### src/include/bus_settings.svh
`ifndef BUS_SETTINGS_SVH
`define BUS_SETTINGS_SVH

// bus widths, one address is one word-aligned byte address
`define BUS_AW 16
`define BUS_DW 32

// number of real slaves, the none-selected slot comes on top
`define BUS_NS 3

// slave windows, slave 0 in the low word
// base 0x0000, 0x1000 and 0x2000, everything from 0x3000 up is unmapped
`define BUS_SLAVE_ADDR {16'h2000, 16'h1000, 16'h0000}

// each window is decided by the top four address bits
`define BUS_SLAVE_MASK {16'hf000, 16'hf000, 16'hf000}

// slave 2 is write protected
`define BUS_WRITE_ALLOWED 3'b011

// 1 gives the registered decoder, 0 the combinational one
`define BUS_REGISTERED 1

// words per RAM slave, word index from address bits 5:2
`define BUS_RAM_WORDS 16

// response FIFO depth, also the in-flight limit
`define BUS_RSP_DEPTH 4

`endif

### src/hw/bus_pkg.sv
`include "bus_settings.svh"

package bus_pkg;

	// one bus address
	typedef logic [`BUS_AW-1:0] bus_addr_t;

	// one data word
	typedef logic [`BUS_DW-1:0] bus_data_t;

	// byte enables, one per byte lane
	typedef logic [`BUS_DW/8-1:0] bus_sel_t;

	// request as it travels from the master down to the slaves
	typedef struct packed {
		// write enable
		logic we;
		// byte lanes touched by a write
		bus_sel_t sel;
		bus_addr_t addr;
		bus_data_t wdata;
	} bus_req_t;

	// one response per request, returned in order
	typedef struct packed {
		// set for unmapped addresses and denied writes
		logic err;
		// read data, zero on writes and errors
		bus_data_t rdata;
	} bus_rsp_t;

	// one-hot slave select
	// top bit is the none-selected slot
	typedef logic [`BUS_NS:0] bus_decode_t;

endpackage

### src/hw/bus_req_stage.sv
`include "bus_settings.svh"

module bus_req_stage (
	input  logic              i_clk,
	input  logic              i_reset,
	input  logic              i_valid,
	output logic              o_stall,
	input  bus_pkg::bus_req_t i_req,
	output logic              o_valid,
	input  logic              i_stall,
	output bus_pkg::bus_req_t o_req
);
	import bus_pkg::*;

	// spare entry, filled while the output is held
	bus_req_t skid_req;
	logic accept;
	logic out_free;

	// o_stall doubles as the spare entry full flag
	assign accept = i_valid && !o_stall;

	// output register can take a new word this cycle
	assign out_free = !o_valid || !i_stall;

	always_ff @(posedge i_clk)
	begin
		if (i_reset)
		begin
			o_valid <= 1'b0;
			o_stall <= 1'b0;
		end
		else if (out_free)
		begin
			// spare drains first, otherwise take the master directly
			o_valid <= o_stall || accept;
			o_stall <= 1'b0;
		end
		else if (accept)
		begin
			// output held, park the new request in the spare entry
			o_stall <= 1'b1;
		end
	end

	always_ff @(posedge i_clk)
	begin
		if (out_free)
			o_req <= o_stall ? skid_req : i_req;
		if (!out_free && accept)
			skid_req <= i_req;
	end

	// spare entry only fills behind a held output word
	assert property (@(posedge i_clk) disable iff (i_reset)
		o_stall |-> o_valid);

	// a request taken behind a held output word lands in the spare entry
	// the held word itself stays untouched
	assert property (@(posedge i_clk) disable iff (i_reset)
		(accept && o_valid && i_stall) |=> (o_stall && $stable(o_req)
			&& (skid_req == $past(i_req))));

endmodule

### src/hw/bus_addr_decode.sv
`include "bus_settings.svh"

module bus_addr_decode #(
	parameter type payload_t = logic
) (
	input  logic                 i_clk,
	input  logic                 i_reset,
	input  logic                 i_valid,
	output logic                 o_stall,
	input  bus_pkg::bus_addr_t   i_addr,
	input  logic                 i_we,
	input  payload_t             i_data,
	output logic                 o_valid,
	input  logic                 i_stall,
	output bus_pkg::bus_decode_t o_decode,
	output payload_t             o_data
);
	import bus_pkg::*;

	localparam int NS = `BUS_NS;
	localparam int AW = `BUS_AW;
	localparam logic [NS*AW-1:0] SLAVE_ADDR = `BUS_SLAVE_ADDR;
	localparam logic [NS*AW-1:0] SLAVE_MASK = `BUS_SLAVE_MASK;
	localparam logic [NS-1:0] WRITE_ALLOWED = `BUS_WRITE_ALLOWED;
	localparam bit REGISTERED = `BUS_REGISTERED;

	// per slave window match including write permission
	logic [NS-1:0] hit;
	// decode of the current input, gated by i_valid
	bus_decode_t request;

	// address bits under the mask must equal the base
	// writes also need the slave's write-allow bit
	always_comb
	begin
		for (int k = 0; k < NS; k++)
		begin
			hit[k] = (((i_addr ^ SLAVE_ADDR[k*AW +: AW])
				& SLAVE_MASK[k*AW +: AW]) == '0)
				&& (!i_we || WRITE_ALLOWED[k]);
		end
	end

	always_comb
	begin
		request[NS-1:0] = hit & {NS{i_valid}};
		// nothing matched, so the none-selected slot answers with an error
		// a denied write lands here as well
		request[NS] = i_valid && (hit == '0);
	end

	if (REGISTERED)
	begin : g_registered
		// new input taken while the output is free or being consumed
		logic take_new;

		assign take_new = i_valid && (!o_valid || !i_stall);

		// stall only while a valid output is held
		assign o_stall = o_valid && i_stall;

		always_ff @(posedge i_clk)
		begin
			if (i_reset)
				o_valid <= 1'b0;
			else if (!o_stall)
				o_valid <= i_valid;
		end

		always_ff @(posedge i_clk)
		begin
			if (i_reset)
				o_decode <= '0;
			else if (take_new)
				o_decode <= request;
			else if (!i_stall)
				// consumed with nothing behind it, drop the select
				o_decode <= '0;
		end

		always_ff @(posedge i_clk)
		begin
			if (take_new)
				o_data <= i_data;
			else if (!i_stall)
				o_data <= '0;
		end
	end
	else
	begin : g_comb
		// straight through, decode in the same cycle
		assign o_valid = i_valid;
		assign o_stall = i_stall;
		assign o_decode = request;
		assign o_data = i_data;
	end

	// exactly one slot answers each request, error slot included
	assert property (@(posedge i_clk) disable iff (i_reset)
		o_valid |-> $onehot(o_decode));

endmodule

### src/hw/bus_slave_ram.sv
`include "bus_settings.svh"

module bus_slave_ram (
	input  logic               i_clk,
	input  logic               i_reset,
	input  logic               i_stb,
	input  bus_pkg::bus_req_t  i_req,
	output logic               o_ack,
	output bus_pkg::bus_data_t o_rdata
);
	import bus_pkg::*;

	localparam int WORDS = `BUS_RAM_WORDS;
	localparam int IW = $clog2(WORDS);
	localparam int NB = `BUS_DW / 8;

	bus_data_t mem [WORDS];
	// word index, byte offset bits dropped
	logic [IW-1:0] idx;

	assign idx = i_req.addr[IW+1:2];

	// memory starts out zero so reads before any write are defined
	always_ff @(posedge i_clk)
	begin
		if (i_reset)
		begin
			for (int w = 0; w < WORDS; w++)
				mem[w] <= '0;
		end
		else if (i_stb && i_req.we)
		begin
			// only the enabled byte lanes change
			for (int b = 0; b < NB; b++)
			begin
				if (i_req.sel[b])
					mem[idx][8*b +: 8] <= i_req.wdata[8*b +: 8];
			end
		end
	end

	// every strobe is answered on the next cycle
	always_ff @(posedge i_clk)
	begin
		if (i_reset)
			o_ack <= 1'b0;
		else
			o_ack <= i_stb;
	end

	// read data is the word before any write in the same cycle
	// writes answer with zero
	always_ff @(posedge i_clk)
	begin
		if (i_stb)
			o_rdata <= i_req.we ? '0 : mem[idx];
	end

endmodule

### src/hw/bus_rsp_mux.sv
`include "bus_settings.svh"

module bus_rsp_mux (
	input  logic                                i_clk,
	input  logic                                i_reset,
	input  logic                                i_valid,
	output logic                                o_stall,
	input  bus_pkg::bus_decode_t                i_decode,
	input  bus_pkg::bus_req_t                   i_req,
	output logic [`BUS_NS-1:0]                  o_stb,
	output bus_pkg::bus_req_t                   o_req,
	input  logic [`BUS_NS-1:0]                  i_ack,
	input  bus_pkg::bus_data_t [`BUS_NS-1:0]    i_rdata,
	output logic                                o_rsp_valid,
	input  logic                                i_rsp_stall,
	output bus_pkg::bus_rsp_t                   o_rsp
);
	import bus_pkg::*;

	localparam int NS = `BUS_NS;
	localparam int DEPTH = `BUS_RSP_DEPTH;
	localparam int PW = (DEPTH > 1) ? $clog2(DEPTH) : 1;
	localparam int CW = $clog2(DEPTH + 1);
	localparam logic [CW-1:0] DEPTH_C = CW'(DEPTH);
	localparam logic [PW-1:0] LAST_C = PW'(DEPTH - 1);

	logic accept;
	logic take;
	logic fifo_wr;
	logic fifo_rd;
	// slot strobed last cycle, answers now
	bus_decode_t ans_slot;
	bus_data_t rdata_sel;
	bus_rsp_t rsp_in;
	bus_rsp_t fifo_mem [DEPTH];
	logic [PW-1:0] wr_ptr;
	logic [PW-1:0] rd_ptr;
	logic [CW-1:0] fifo_cnt;
	// accepted requests not yet taken by the master
	logic [CW-1:0] pending;

	// stop taking requests once every FIFO slot is spoken for
	assign o_stall = (pending == DEPTH_C);
	assign accept = i_valid && !o_stall;

	// strobe goes out in the accept cycle, the none slot has no strobe
	assign o_stb = i_decode[NS-1:0] & {NS{accept}};
	assign o_req = i_req;

	always_ff @(posedge i_clk)
	begin
		if (i_reset)
			ans_slot <= '0;
		else if (accept)
			ans_slot <= i_decode;
		else
			ans_slot <= '0;
	end

	// and-or pick of the answering slave's data
	// error slot has no slave bit, so rdata stays zero
	always_comb
	begin
		rdata_sel = '0;
		for (int k = 0; k < NS; k++)
		begin
			if (ans_slot[k])
				rdata_sel = rdata_sel | i_rdata[k];
		end
	end

	assign rsp_in.err = ans_slot[NS];
	assign rsp_in.rdata = rdata_sel;

	// slave acks plus the none slot, which answers on its own
	assign fifo_wr = (|i_ack) || ans_slot[NS];

	// refill the output register when it is empty or being taken
	assign fifo_rd = (fifo_cnt != '0) && (!o_rsp_valid || !i_rsp_stall);
	assign take = o_rsp_valid && !i_rsp_stall;

	always_ff @(posedge i_clk)
	begin
		if (i_reset)
		begin
			wr_ptr <= '0;
			rd_ptr <= '0;
			fifo_cnt <= '0;
			pending <= '0;
		end
		else
		begin
			if (fifo_wr)
				wr_ptr <= (wr_ptr == LAST_C) ? '0 : wr_ptr + 1'b1;
			if (fifo_rd)
				rd_ptr <= (rd_ptr == LAST_C) ? '0 : rd_ptr + 1'b1;
			fifo_cnt <= fifo_cnt + CW'(fifo_wr) - CW'(fifo_rd);
			pending <= pending + CW'(accept) - CW'(take);
		end
	end

	always_ff @(posedge i_clk)
	begin
		if (fifo_wr)
			fifo_mem[wr_ptr] <= rsp_in;
		if (fifo_rd)
			o_rsp <= fifo_mem[rd_ptr];
	end

	// output register, held while the master stalls
	always_ff @(posedge i_clk)
	begin
		if (i_reset)
			o_rsp_valid <= 1'b0;
		else if (!o_rsp_valid || !i_rsp_stall)
			o_rsp_valid <= (fifo_cnt != '0);
	end

	// slaves only answer the strobe of the cycle before
	assert property (@(posedge i_clk) disable iff (i_reset)
		(|i_ack) |-> (i_ack == $past(o_stb)));

	// the in-flight limit keeps the FIFO from ever being written when full
	assert property (@(posedge i_clk) disable iff (i_reset)
		fifo_wr |-> (fifo_cnt != DEPTH_C));

endmodule

### src/hw/bus_xbar_top.sv
`include "bus_settings.svh"

module bus_xbar_top (
	input  logic              i_clk,
	input  logic              i_reset,
	input  logic              i_req_valid,
	output logic              o_req_stall,
	input  bus_pkg::bus_req_t i_req,
	output logic              o_rsp_valid,
	input  logic              i_rsp_stall,
	output bus_pkg::bus_rsp_t o_rsp
);
	import bus_pkg::*;

	localparam int NS = `BUS_NS;

	// skid stage to decoder
	logic stage_valid;
	logic stage_stall;
	bus_req_t stage_req;

	// decoder to response side
	logic dec_valid;
	logic dec_stall;
	bus_decode_t dec_sel;
	bus_req_t dec_req;

	// response side to slaves and back
	logic [NS-1:0] slave_stb;
	bus_req_t slave_req;
	logic [NS-1:0] slave_ack;
	bus_data_t [NS-1:0] slave_rdata;

	bus_req_stage req_stage_i (
		.i_clk   (i_clk),
		.i_reset (i_reset),
		.i_valid (i_req_valid),
		.o_stall (o_req_stall),
		.i_req   (i_req),
		.o_valid (stage_valid),
		.i_stall (stage_stall),
		.o_req   (stage_req)
	);

	// whole request rides along as the decoder payload
	bus_addr_decode #(
		.payload_t (bus_req_t)
	) addr_decode_i (
		.i_clk    (i_clk),
		.i_reset  (i_reset),
		.i_valid  (stage_valid),
		.o_stall  (stage_stall),
		.i_addr   (stage_req.addr),
		.i_we     (stage_req.we),
		.i_data   (stage_req),
		.o_valid  (dec_valid),
		.i_stall  (dec_stall),
		.o_decode (dec_sel),
		.o_data   (dec_req)
	);

	for (genvar k = 0; k < NS; k++)
	begin : g_slave
		bus_slave_ram slave_ram_i (
			.i_clk   (i_clk),
			.i_reset (i_reset),
			.i_stb   (slave_stb[k]),
			.i_req   (slave_req),
			.o_ack   (slave_ack[k]),
			.o_rdata (slave_rdata[k])
		);
	end

	bus_rsp_mux rsp_mux_i (
		.i_clk       (i_clk),
		.i_reset     (i_reset),
		.i_valid     (dec_valid),
		.o_stall     (dec_stall),
		.i_decode    (dec_sel),
		.i_req       (dec_req),
		.o_stb       (slave_stb),
		.o_req       (slave_req),
		.i_ack       (slave_ack),
		.i_rdata     (slave_rdata),
		.o_rsp_valid (o_rsp_valid),
		.i_rsp_stall (i_rsp_stall),
		.o_rsp       (o_rsp)
	);

endmodule

### config.mk
export PLATFORM = sky130hd
export DESIGN_NAME = bus_xbar_top
export DESIGN_NICKNAME = d
export VERILOG_FILES = /design/src/hw/bus_pkg.sv /design/src/hw/bus_req_stage.sv /design/src/hw/bus_addr_decode.sv /design/src/hw/bus_slave_ram.sv /design/src/hw/bus_rsp_mux.sv /design/src/hw/bus_xbar_top.sv
export VERILOG_INCLUDE_DIRS = /design/src /design/src/include
export SDC_FILE = /design/constraint.sdc
export NUM_CORES = 2
export LEC_CHECK = 0
export BUFFER_PORTS_ARGS = -buffer_cell sky130_fd_sc_hd__buf_4
export CAP_MARGIN = 20
export CELL_PAD_IN_SITES_DETAIL_PLACEMENT = 1
export CELL_PAD_IN_SITES_GLOBAL_PLACEMENT = 1
export CORE_ASPECT_RATIO = 0.8
export CORE_MARGIN = 8
export CORE_UTILIZATION = 41
export DETAILED_ROUTE_END_ITERATION = 8
export PLACE_DENSITY = 0.6
export SKIP_CTS_REPAIR_TIMING = 1
export SLEW_MARGIN = 40
export SYNTH_ARGS = -nofsm -noshare
export SYNTH_HDL_FRONTEND = slang
export SYNTH_SLANG_ARGS = --single-unit
### constraint.sdc
create_clock -name i_clk -period 7.3 [get_ports i_clk]
set_input_delay 1.095 -clock i_clk [delete_from_list [all_inputs] [get_ports i_clk]]
set_output_delay 1.095 -clock i_clk [all_outputs]
set_load 0.02 [all_outputs]
==> results.yml <==
timing:
  final.setup.tns_ps: 0
  final.setup.worst_slack_ps: 3120
  min_period_over_period_pct: 57.2
  tightest_slew_ps: 867
  slew_headroom_pct: 42.2
  slew_viol_final: 0
  rsz0062_at_grt: "false"
  final-hold-violation-count: 0
  fin_crit_ps: 4180
  final-setup-viol-count: 0
  skew_ps: 41.5
  max_clock_freq_mhz: 239
detailed_routing:
  vias_per_cell: 5.38
  drt_iter0_markers: 4010
  avgRoutedWirePerCell_um: 26.3
  totalWireLength_um: 226000
  ant_nets: 0
  drcViolationCount: 0
  dr.pass1.iters: 7
  vias: 46200
global_routing:
  antenna_found_initial: 13
  grt_pass1_wl_um: 331000
  grt_pass1_vias: 48600
  grtUsageTotal_pct: 19.8
  grt_max_degree: 131
  overflow: 0
layout:
  finalNetCount: 5675
  fillers: 20100
  postLayoutCellArea_mm2: 0.0961
  area_growth_syn_to_layout_pct: 12.0
  drive_gt1_share_pct: 19.3
hold_path:
  hp-class: "primary input to flop"
placed_design:
  pre_cts_ws_ps: 3110
  io_buffers: 83
  dpl.hpwl_um: 140000
  placed_area_mm2: 0.0897
  gp_congestion: 0.764
floorplanning:
  rows: 150
  die_y_um: 425
  die_w_um: 528
  core-area_mm2: 0.209
  ios: 92
  dieArea_mm2: 0.224
  start_util_pct: 41.2
clocking:
  cts_tree: "built"
  cts_buffers: 200
  htree_levels: 4
  insertion_delay_ps: 840
  clockBufferDepth: 3
  cts_root_buffer: "clkbuf_16"
  numClockSinks: 1953
  clkSlewWorstSetupHoldPaths_ps: 60
logic_synthesis:
  synth_edf_count: 1928
  synthFlopType: "edfxtp_1"
  yosysMostFrequentCell: "edfxtp_1"
  syn_avg_cell_area_um2: 15.3
  synth_area_leaders: "edfxtp_1 67%, and2_1 12%, mux4_2 5.9%"
  synth_cell_types: 43
  syn-num-nets: 5669
  yosysTopAreaCell: "edfxtp_1"
  synthArstFlopShare_pct: 0
  yosys-top-cells-count: "1,928 x edfxtp_1, 1,584 x and2_1, 289 x clkbuf_1, 237 x mux2_2, 225 x mux4_2"
  yosys_warnings: 0
  synth_top_area_share_pct: 67.5
  ys_ff_latch: 1953
  yosysSeqAreaShare_pct: 68.0
  syn_area_mm2: 0.0858
  syn_inst: 5601
critical_path:
  cp-end-kind: "flop"
  critPathMaxFanout: 25
  reg2reg_slack_ps: 3120
  cp-start-kind: "flop"
  path_class: "flop to flop"
  crit_required_ps: 7760
  arrival_ps: 4640
outcome:
  outcome: "finished clean"
power:
  p_per_area_mw_per_mm2: 294
  vdd_ir_drop_max_mv: 0.317
  leakagePower_nw: 33.8
job:
  maxCapViolCount: 0
-- state kept, by name (all words and copies together) (netlist names) --
register,count
rsp_mux_i.pending,3
req_stage_i.o_valid,1
req_stage_i.skid_req,45
g_slave.slave_ram_i.o_rdata,96
rsp_mux_i.fifo_mem,132
g_slave.slave_ram_i.mem,1536
rsp_mux_i.wr_ptr,2
rsp_mux_i.o_rsp,33
rsp_mux_i.o_rsp_valid,1
req_stage_i.o_req,45
rsp_mux_i.ans_slot,4
addr_decode_i.o_data,41
req_stage_i.o_stall,1
g_slave.slave_ram_i.o_ack,3
rsp_mux_i.fifo_cnt,3
addr_decode_i.o_valid,1
rsp_mux_i.rd_ptr,2
addr_decode_i.o_decode,4
-- critical path, cell delays in order, from the launching register on --
cell	delay (ps)
edfxtp_1	810
buf_4	560
and2_1	730
buf_4	440
nand2_1	240
nor2_1	520
or2_1	470
-- power by group --
group | internal (mW) | switching, mW
combinational | 1.75 | 3.30
clock | 5.69 | 4.39
sequential | 12.9 | 0.224
total | 20.4 | 7.91
-- per-layer routing --
metal	routed length [µm]	track usage (%)	vias up
met4	4170	4.01	2
li1	-	-	20800
met1	104000	28.7	24200
met3	12500	3.35	260
met2	105000	31.6	1020
met5	13	0	-
-- final cells by class --
type / instances / area, µm² / area share, %
diodes: 8 / 20.0 / 0.0208
clock inverters: 110 / 975 / 1.01
inverters: 40 / 150 / 0.156
clock buffers: 257 / 5350 / 5.57
well taps: 2812 / 3520 / 3.66
multi-input cells: 3205 / 25800 / 26.9
repair buffers: 207 / 1880 / 1.95
flip-flops and latches: 1953 / 58400 / 60.8
-- logic make-up (layout without fill, tap and decap cells) --
kind of cell / count (synthesis) / count (layout) / share of synthesized area [%]
compound gates: 428 / 428 / 3.67
xor+xnor: 4 / 4 / 0.0408
fa+ha+maj: 11 / 11 / 0.178
buf+inv: 443 / 614 / 2.08
flops: 1953 / 1953 / 68.0
mux: 657 / 657 / 11.3
other cells: 0 / 8 / 0
simple gates: 2105 / 2105 / 14.7
-- metrics by stage --
stage	instances	hold WS [ps]	power [mW]	util, %
2_1_floorplan	5601	429	16.5	-
3_3_place_gp	8189	473	18.4	42.8
3_5_place_dp	8214	473	18.5	43.0
4_1_cts	8581	371	28.6	46.1
5_1_grt	8585	386	29.3	46.1
6_report	8592	446	28.3	46.1
-- cells in the final DEF, fill, tap and decap left out, types with 5 or more instances in the layout --
cell / Yosys / layout
dfxtp_1: 25 / 23
a22oi_1: 192 / 192
nand2_1: 68 / 66
clkbuf_16: 0 / 204
buf_4: 1 / 169
inv_1: 40 / 40
or2_1: 58 / 58
mux2_2: 237 / 237
buf_6: 0 / 5
mux2i_1: 195 / 195
diode_2: 0 / 8
and2_1: 1584 / 1585
clkbuf_8: 0 / 5
mux4_2: 225 / 225
clkinv_2: 0 / 31
buf_16: 0 / 11
buf_2: 97 / 11
and4bb_2: 6 / 6
buf_12: 0 / 7
edfxtp_1: 1928 / 1928
nand3_1: 7 / 6
a21oi_1: 9 / 8
nor2_1: 206 / 204
bufinv_16: 0 / 15
nor2b_4: 0 / 7
or2_2: 135 / 134
clkbuf_1: 289 / 48
o221ai_1: 96 / 96
o21ai_0: 97 / 97
ha_1: 9 / 9
clkinvlp_4: 0 / 9
clkinv_1: 0 / 45
a222oi_1: 32 / 32
-- worst paths after layout --
path,end,from,cells after the start
min reg2reg,addr_decode_i.o_decode[3]$_SDFFE_PP0P_,addr_decode_i.o_decode[3]$_SDFFE_PP0P_,2
min,req_stage_i.skid_req[36]$_DFFE_PP_,i_req[36],1
max reg2reg,g_slave[0].slave_ram_i.mem[7][2]$_SDFFCE_PN0P_,addr_decode_i.o_data[34]$_SDFFCE_PN0P_,6
max,g_slave[0].slave_ram_i.mem[7][2]$_SDFFCE_PN0P_,addr_decode_i.o_data[34]$_SDFFCE_PN0P_,6
Power figures use the tool's default switching activity.
